## config.mk

```make
export PLATFORM = sky130hd
export DESIGN_NAME = read_result_flat
export DESIGN_NICKNAME = d
export VERILOG_FILES = /design/src/logic/dcache_pkg.sv /design/src/logic/dcache_ifs.sv /design/src/logic/read_result.sv /design/src/flat_wrapper.sv
export SDC_FILE = /design/constraint.sdc
export NUM_CORES = 1
export LEC_CHECK = 0
export BUFFER_PORTS_ARGS = -buffer_cell sky130_fd_sc_hd__clkbuf_2
export CORE_AREA = 2 2 52 54
export DETAILED_ROUTE_END_ITERATION = 8
export DIE_AREA = 0 0 54 56
export PLACE_DENSITY = 0.94
export SLEW_MARGIN = 30
export SYNTH_ARGS = -nofsm -noshare
export SYNTH_HDL_FRONTEND = slang
export SYNTH_SLANG_ARGS = --single-unit
```

## constraint.sdc

```tcl
create_clock -name vclk -period 1.7
set_clock_uncertainty 0.1 [all_clocks]
set_input_delay 0.085 -clock vclk [all_inputs]
set_output_delay 0.085 -clock vclk [all_outputs]
set_load 0.03 [all_outputs]
```

## src/logic/dcache_pkg.sv

```systemverilog
// Data cache shared definitions
package dcache_pkg;

	// Memory bus field widths
	localparam int BUS_MODE_W = 2;
	localparam int BUS_DID_W = 4;
	localparam int BUS_ADDR_W = 31;
	localparam int BUS_LEN_W = 4;
	localparam int BUS_DATA_W = 64;
	localparam int BUS_MASK_W = 8; // One bit per byte of a beat

	localparam logic [BUS_MODE_W-1:0] BUS_MODE_READ = 2'b00;
	localparam logic [BUS_MODE_W-1:0] BUS_MODE_WRITE = 2'b01;

	// Ids carried on our requests and matched on returning beats
	localparam logic [BUS_DID_W-1:0] DID_CPU = 4'h1;
	localparam logic [BUS_DID_W-1:0] SUBDID_DCACHE = 4'h2;

	localparam int BUS_CREDITS = 4;
	localparam int CREDIT_W = 3;

	// Cache geometry
	localparam int LINE_BEATS = 8;
	localparam int LINES = 16;

	// Address as the cache sees it
	typedef struct packed {
		logic [21:0] tag;
		logic [3:0] index;
		logic [2:0] beat;
		logic half; // Selects the high word of a beat
		logic [1:0] byte_off;
	} cache_addr_t;

	// Address as the address map sees it
	typedef struct packed {
		logic uncached; // Side-channel register space
		logic [BUS_ADDR_W-1:0] offset;
	} space_addr_t;

	typedef union packed {
		cache_addr_t cache;
		space_addr_t space;
	} core_addr_t;

endpackage

```

## src/logic/dcache_ifs.sv

```systemverilog
// Data cache internal interfaces

// Decoded core access
interface dc_req_if;
	import dcache_pkg::*;

	logic rd; // Cacheable read
	logic wr; // Cacheable write
	logic uncached;
	core_addr_t addr;
	logic [BUS_DATA_W-1:0] wr_beat; // Write word in both halves
	logic [BUS_MASK_W-1:0] wr_mask;

	modport decode (output rd, wr, uncached, addr, wr_beat, wr_mask);
	modport exec (input rd, wr, addr, wr_beat, wr_mask);
	modport result (input rd, wr, uncached, addr);

endinterface

// Lookup outcome for the current access
interface dc_line_if;

	logic hit;
	logic credit_avail;
	logic [31:0] word_hi; // Addressed beat, upper word
	logic [31:0] word_lo;

	modport exec (output hit, credit_avail, word_hi, word_lo);
	modport result (input hit, credit_avail, word_hi, word_lo);

endinterface

```

## src/logic/read_result.sv

```systemverilog
// Read data and stall logic
module read_result (
	dc_req_if.result req,
	dc_line_if.result line,
	output logic rw_wait,
	output logic [31:0] rd_data
);

	logic read_miss;
	logic write_blocked;

	assign read_miss = req.rd && !line.hit;
	assign write_blocked = req.wr && !line.credit_avail;

	// Register space is never answered, so the core waits
	assign rw_wait = read_miss || write_blocked || req.uncached;

	always_comb begin
		if (req.uncached) begin
			rd_data = 32'h0;
		end else if (req.addr.cache.half) begin
			rd_data = line.word_hi;
		end else begin
			rd_data = line.word_lo;
		end
	end

endmodule

```

## src/flat_wrapper.sv

```systemverilog
// flat-port wrapper written by rule: the top's interface ports become plain ports
module read_result_flat 
  (rw_wait, rd_data, req_rd, req_wr, req_uncached, req_addr, line_hit, line_credit_avail, line_word_hi, line_word_lo);
  dc_req_if req_i ();
  dc_line_if line_i ();
  output logic rw_wait;
  output logic [31:0] rd_data;
  input wire logic [$bits(req_i.rd)-1:0] req_rd;
  input wire logic [$bits(req_i.wr)-1:0] req_wr;
  input wire logic [$bits(req_i.uncached)-1:0] req_uncached;
  input wire logic [$bits(req_i.addr)-1:0] req_addr;
  input wire logic [$bits(line_i.hit)-1:0] line_hit;
  input wire logic [$bits(line_i.credit_avail)-1:0] line_credit_avail;
  input wire logic [$bits(line_i.word_hi)-1:0] line_word_hi;
  input wire logic [$bits(line_i.word_lo)-1:0] line_word_lo;
  assign req_i.rd = req_rd;
  assign req_i.wr = req_wr;
  assign req_i.uncached = req_uncached;
  assign req_i.addr = req_addr;
  assign line_i.hit = line_hit;
  assign line_i.credit_avail = line_credit_avail;
  assign line_i.word_hi = line_word_hi;
  assign line_i.word_lo = line_word_lo;
  read_result u_core (.req(req_i), .line(line_i), .rw_wait(rw_wait), .rd_data(rd_data));
endmodule
```

## Word-level counts from Yosys, hierarchy flattened

Index checks and enable logic that the tools add are counted.
W data, S select, Z words.

| word-level totals | value |
|---|---|
| output and inout bits | 33 |
| RAM bits | 0 |
| logic and storage cells | 8 |
| input bits | 101 |
| bits in latches | 0 |
| memories | 0 |
| bits in read-only memories | 0 |
| register bits | 0 |

| operators by class | value |
|---|---|
| $lt $le $gt $ge | 0 |
| div/mod/pow operators | 0 |
| $add $sub $neg | 0 |
| reduce and logical (&&, ||, !) cells | 6 |
| bitwise gates (word level) | 0 |
| equality and inequality tests | 0 |
| mux-type cells | 2 |
| multiply operators | 0 |
| shifts and indexed selects | 0 |

Operators by type and width:

| kind | number |
|---|---|
| $mux W32 | 2 |
| $logic_and A1 B1 Y1 | 2 |
| $logic_not A1 Y1 | 2 |
| $logic_or A1 B1 Y1 | 2 |

## Logic depth before layout (Yosys ltp)

Gate-level depths: netlist of run 1.

| logic depth | value |
|---|---|
| depth after elaboration | 4 |
| depth in mapped cells | 4 |
| mapped depth without buffers | 2 |

## Worst setup path before layout of run 1

Ideal clock, no wire load.

| path | value |
|---|---|
| path kind | in2out |
| start | in req_addr[2] |
| end | out rd_data[0] |
| path buffers | 2 |
| arrival time | 864 ps |
| data required time | 1515 ps |
| stages on the path | 4 |
| slack | 651 ps |
| cell sequence | buf_6 -> buf_12 -> mux2i_1 -> nor2_1 |

| between the ends | value |
|---|---|
| longest elaborated chain between the ends | 2 |

Ends and longest elaborated chain:

| what | RTL line | source |
|---|---|---|
| from (decl) | flat_wrapper.sv:11 | `input wire logic [$bits(req_i.addr)-1:0] req_addr;` |
| $mux W32 | read_result.sv:21 | `end else if (req.addr.cache.half) begin` |
| $mux W32 | read_result.sv:19 | `if (req.uncached) begin` |
| to (decl) | flat_wrapper.sv:7 | `output logic [31:0] rd_data;` |

No other way between the ends.

## Worst setup path in the final report of run 1

| path | value |
|---|---|
| start | in req_uncached |
| end | out rd_data[15] |

| between the ends | value |
|---|---|
| longest elaborated chain between the ends | 1 |

Ends and longest elaborated chain:

| what | RTL line | source |
|---|---|---|
| from (decl) | flat_wrapper.sv:10 | `input wire logic [$bits(req_i.uncached)-1:0] req_uncached;` |
| $mux W32 | read_result.sv:19 |  |

No other way between the ends.

==> results of run 1 <==
==> logic make-up (layout without fill, tap and decap cells) <==
| group | after synthesis | count (layout) | share of synthesized area (%) |
|---|---|---|---|
| multiplexers | 32 | 32 | 58.45 |
| AND/OR/NAND/NOR | 32 | 32 | 21.92 |
| buffers and inverters | 10 | 107 | 17.81 |
| AO/OA/AOI/OAI | 1 | 1 | 1.827 |
==> cell usage after synthesis <==
master    instances  area share, %
clkbuf_1          1           0.68
nor2_1           32             22
mux2i_1          32             58
buf_2             3            2.7
buf_12            3             11
buf_6             1            2.1
inv_1             2            1.4
a221o_1           1            1.8
==> worst max-delay path by stage <==
stage | to | cells after the start
floorplan | rd_data[0] | 4
global placement | rd_data[15] | 4
detailed placement | rd_data[15] | 4
CTS | rd_data[15] | 4
global route | rd_data[7] | 4
finish | rd_data[15] | 4
==> routing by layer <==
layer / vias up / part of all wire (%)
li1: 449 / -
met1: 376 / 30
met2: 55 / 56
met3: 0 / 14
met4: 0 / 0
met5: - / 0
==> power by group through the flow <==
stage / Clock (W) / Combinational, W / Sequential, W
after floorplan: 0 / 0.000223 / 0
after global placement: 0 / 0.000335 / 0
after detailed placement: 0 / 0.000343 / 0
after CTS: 0 / 0.000344 / 0
after global routing: 0 / 0.000369 / 0
final: 0 / 0.000339 / 0
==> cell type report <==
type | instances | area (um2) | share of cell area (%)
well taps | 30 | 37.54 | 3.614
repair buffers | 105 | 543.0 | 52.29
inverters | 2 | 7.507 | 0.7229
multi-input cells | 65 | 450.4 | 43.37
==> stage by stage <==
stage	setup WS [ps]	cell area, um2	hold slack, ps	cells
6_report	597.0	1039	466.9	202
5_1_grt	501.9	1039	485.3	202
4_1_cts	579.4	1039	468.3	202
3_5_place_dp	577.5	1039	466.6	202
3_3_place_gp	602.6	1039	459.8	202
2_1_floorplan	651.2	548.0	317.6	75
==> impl_metrics.yaml, run 1 <==
outcome:
  status: "finished clean"
power:
  irDropWorstVdd_v: 0.0001863
  p_int_w: 0.0001411
  p_switching_w: 0.0001975
  power.leakage_nw: 0.7146
  pwr-share-comb_pct: 100.0
  total_power_w: 0.0003387
  clkPwrFrac_pct: 0
  power_frac_seq_pct: 0
  swShare_pct: 58.33
  power_density_mw_per_mm2: 326.1
layout:
  final_common_cell: "clkbuf_2"
  seqCellArea_um2: 0
  clockBufferCount: 0
  drive_above_1_share_pct: 61.05
  nFillCells: 265
  diodes: 0
  num-nets-final: 275
  syn2layout_area_growth_pct: 89.50
  layout_common_cells: "103 x clkbuf_2, 32 x mux2i_1, 32 x nor2_1, 2 x inv_1"
  post-route-util_pct: 42.70
  seq_cell_count: 0
sta:
  tightest_slew_ps: 335.7
  tns_ps: 0
  finalCritPeriodShare_pct: 64.88
  hold_violations: 0
  relSlewSlack_pct: 77.62
  period_minus_slack_ps: 1103
  finalSetupViolCount: 0
  rsz0062_at_grt: "false"
  fmax_ghz: 0.9066
  maxSlewViolCount: 0
hold_path:
  hold_class: "input port to output pin"
  hold_start: "req_wr"
  min_to: "rw_wait"
  hold_depth: 3
placement:
  portBuffers: 103
  hpwl_um: 1647
  gp_congestion: 0.6607
worst_setup_path:
  critPathTopFamily: "buffers and inverters"
  crit_arrival_ps: 920
  cpMaxStageDelayCell: "buf_4"
  crit_path_max_incr_delay_ps: 260
  crit_top_cell: "clkbuf_2"
  crit_buf_inv: 3
  worstPathRequired_ps: 1510
  worstSetupEndpointType: "output pin"
  path_max_fanout: 18
  path_class: "input port to output pin"
  worstSetupStartpoint: "req_uncached"
  critPathLaunchType: "input port"
  cp_cell_sequence: "clkbuf_2 > buf_4 > nor2_1 > clkbuf_2"
global_routing:
  antenna_found_initial: 0
  grtUsageMet1_pct: 9.776
  met2_usage_pct: 25.96
  grt_util_met3_pct: 0.8065
  grt_pass1_wl_um: 2822
  grt_usage_pct: 11.22
  grt_pass1_vias: 789
  busiest_layer: "met2"
  grt_overflow: 0
  grt_max_degree: 33
drt:
  dr_total_vias: 880
  ant_nets: 0
  dr.pass1.iters: 2
  routed_via_density: 4.356
  wl_um: 1853
  post-route-drc-count: 0
  wl_per_cell_um: 9.173
  drt_iter0_drc: 5
clock_tree:
  post-cts-setup-buffers: 0
  holdBufCountCts: 0
  post_cts_resize_count: 0
yosys:
  ys_types: 8
  ys_seq_area_share_pct: 0
  synth_area_um2: 548.0
  synth_nets: 176
  yosysWarnings: 0
  syn_inst: 75
  syn_avg_cell_area_um2: 7.307
floorplanning:
  row_count: 18
  start_util_pct: 22.53
  dieArea_mm2: 0.003024
  io_pins: 134
  die_w_um: 54
  core_mm2: 0.002432
  die_height_um: 56
job:
  cap_violations: 0
No activity file was read; power rests on OpenSTA's default activity.
==> run 2: changes to the inputs <==
--- a/config.mk
+++ b/config.mk
@@ -5,11 +5,12 @@
 export SDC_FILE = /design/constraint.sdc
 export NUM_CORES = 1
 export LEC_CHECK = 0
+export ABC_AREA = 1
 export BUFFER_PORTS_ARGS = -buffer_cell sky130_fd_sc_hd__clkbuf_2
-export CORE_AREA = 2 2 52 54
+export CORE_MARGIN = 2
+export CORE_UTILIZATION = 27
 export DETAILED_ROUTE_END_ITERATION = 8
-export DIE_AREA = 0 0 54 56
-export PLACE_DENSITY = 0.94
+export PLACE_DENSITY = 0.95
 export SLEW_MARGIN = 30
 export SYNTH_ARGS = -nofsm -noshare
 export SYNTH_HDL_FRONTEND = slang
==> constraint.sdc (replaced) <==
create_clock -name vclk -period 1.1
set_clock_uncertainty 0.1 [all_clocks]
set_input_delay 0.055 -clock vclk [all_inputs]
set_output_delay 0.055 -clock vclk [all_outputs]
set_load 0.03 [all_outputs]
==> impl_metrics.yaml, run 2 <==
outcome:
  status: "finished clean"
drt:
  wl_um: 2058
  ant_nets: 0
  dr.pass1.iters: 4
  routed_via_density: 3.944
  drt_iter0_drc: 27
  dr_total_vias: 1195
  post-route-drc-count: 0
  wl_per_cell_um: 6.792
worst_setup_path:
  worstSetupEndpointType: "output pin"
  critPathLaunchType: "input port"
  worstPathRequired_ps: 940
  crit_arrival_ps: 780
  path_class: "input port to output pin"
  path_max_fanout: 34
sta:
  finalSetupViolCount: 0
  maxSlewViolCount: 0
  tightest_slew_ps: 179.5
  rsz0062_at_grt: "false"
  finalCritPeriodShare_pct: 85.00
  period_minus_slack_ps: 935.0
  relSlewSlack_pct: 88.08
  tns_ps: 0
  fmax_ghz: 1.070
  hold_violations: 0
floorplanning:
  die_w_um: 55.58
  core_mm2: 0.002500
  dieArea_mm2: 0.003089
  die_height_um: 55.58
  start_util_pct: 28.73
  io_pins: 134
  row_count: 18
job:
  cap_violations: 0
placement:
  gp_congestion: 0.6612
  placed_cell_area_mm2: 0.001232
  hpwl_um: 1805
  portBuffers: 103
yosys:
  ys_seq_area_share_pct: 0
  ys_types: 7
  yosys.area.top_type: "nand2_1"
  synth_nets: 277
  yosys-top-cells-area: "nand2_1 34%, nor2_1 33%, inv_1 18%"
  netlist.area_leader.share_pct: 34.49
  yosysMostFrequentCell: "nand2_1"
  syn_avg_cell_area_um2: 4.081
  synth_area_um2: 718.2
  synth_common_cells: "66 x nand2_1, 64 x nor2_1, 34 x inv_1"
  yosysWarnings: 0
  syn_inst: 176
layout:
  clockBufferCount: 0
  final_common_cell: "clkbuf_2"
  seq_cell_count: 0
  diodes: 0
  layout_common_cells: "103 x clkbuf_2, 66 x nand2_1, 64 x nor2_1, 34 x inv_1"
  postLayoutCellArea_mm2: 0.001232
  seqCellArea_um2: 0
  drive_above_1_share_pct: 39.56
  syn2layout_area_growth_pct: 71.60
  num-nets-final: 376
global_routing:
  grt_util_met3_pct: 1.163
  grt_overflow: 0
  grtUsageMet1_pct: 14.29
  antenna_found_initial: 0
  busiest_layer: "met2"
  grt_max_degree: 35
  grt_pass1_wl_um: 3629
  grt_pass1_vias: 987
  met2_usage_pct: 27.55
  grt_usage_pct: 12.96
hold_path:
  hold_class: "input port to output pin"
clock_tree:
  post_cts_resize_count: 0
  post-cts-setup-buffers: 0
  holdBufCountCts: 0
power:
  power.leakage_nw: 0.9633
  irDropWorstVdd_v: 0.0002486
  power_density_mw_per_mm2: 470.7
run 2: cell types whose count changed after synthesis, moves of 3 or more:
cell	previous run	this run
mux2i_1	32	0
inv_1	2	34
buf_6	1	7
nor2_1	32	64
buf_12	3	0
nand2_1	0	66
run 2: worst paths after layout:
check | end | slack [ps] | startpoint | cells after the start
setup / recovery | rd_data[12] | 160 | req_addr[2] | 6
hold / removal | rd_data[3] | 370 | line_word_lo[3] | 4
run 2: layout make-up:
type / instances / area [um2]
Timing Repair Buffer: 107 / 570.5
Fill cell: 287 / 1267
Tap cell: 30 / 37.54
Multi-Input combinational cell: 131 / 493.0
Inverter: 35 / 131.4
run 2: layer usage:
metal,routed length (um),vias up
met5,0,-
met1,817,465
met3,186,0
met4,0,0
li1,-,678
met2,1054,52
run 2: kinds of logic after synthesis:
kind of cell,share of synthesized area (%)
simple gates,68.64
buf+inv,31.36
run 2: through the flow:
| step | setup WS [ps] | hold slack [ps] | utilization [%] | instances | power, W |
|---|---|---|---|---|---|
| floorplan | 137.9 | 209.1 | - | 176 | 0.0003795 |
| detailed placement | 151.2 | 376.7 | 49.30 | 303 | 0.0005845 |
| global placement | 148.0 | 370.6 | 49.30 | 303 | 0.0005781 |
| finish | 165.0 | 373.9 | 49.30 | 303 | 0.0005801 |
| CTS | 150.1 | 376.9 | 49.30 | 303 | 0.0005870 |
| global route | 67.23 | 394.8 | 49.30 | 303 | 0.0006467 |
run 2: worst max-delay path: stages:
cell and delay (ps):
clkbuf_2 130, buf_12 170, nand2_1 70, nand2_1 40
nor2_1 90, clkbuf_2 210
run 2: power breakdown:
| group | switching [W] | internal, W | total, W | leakage (nW) |
|---|---|---|---|---|
| Sequential | 0 | 0 | 0 | 0 |
| Clock | 0 | 0 | 0 | 0 |
| Combinational | 0.000355 | 0.000225 | 0.000580 | 0.963 |
| Total | 0.000355 | 0.000225 | 0.000580 | 0.963 |
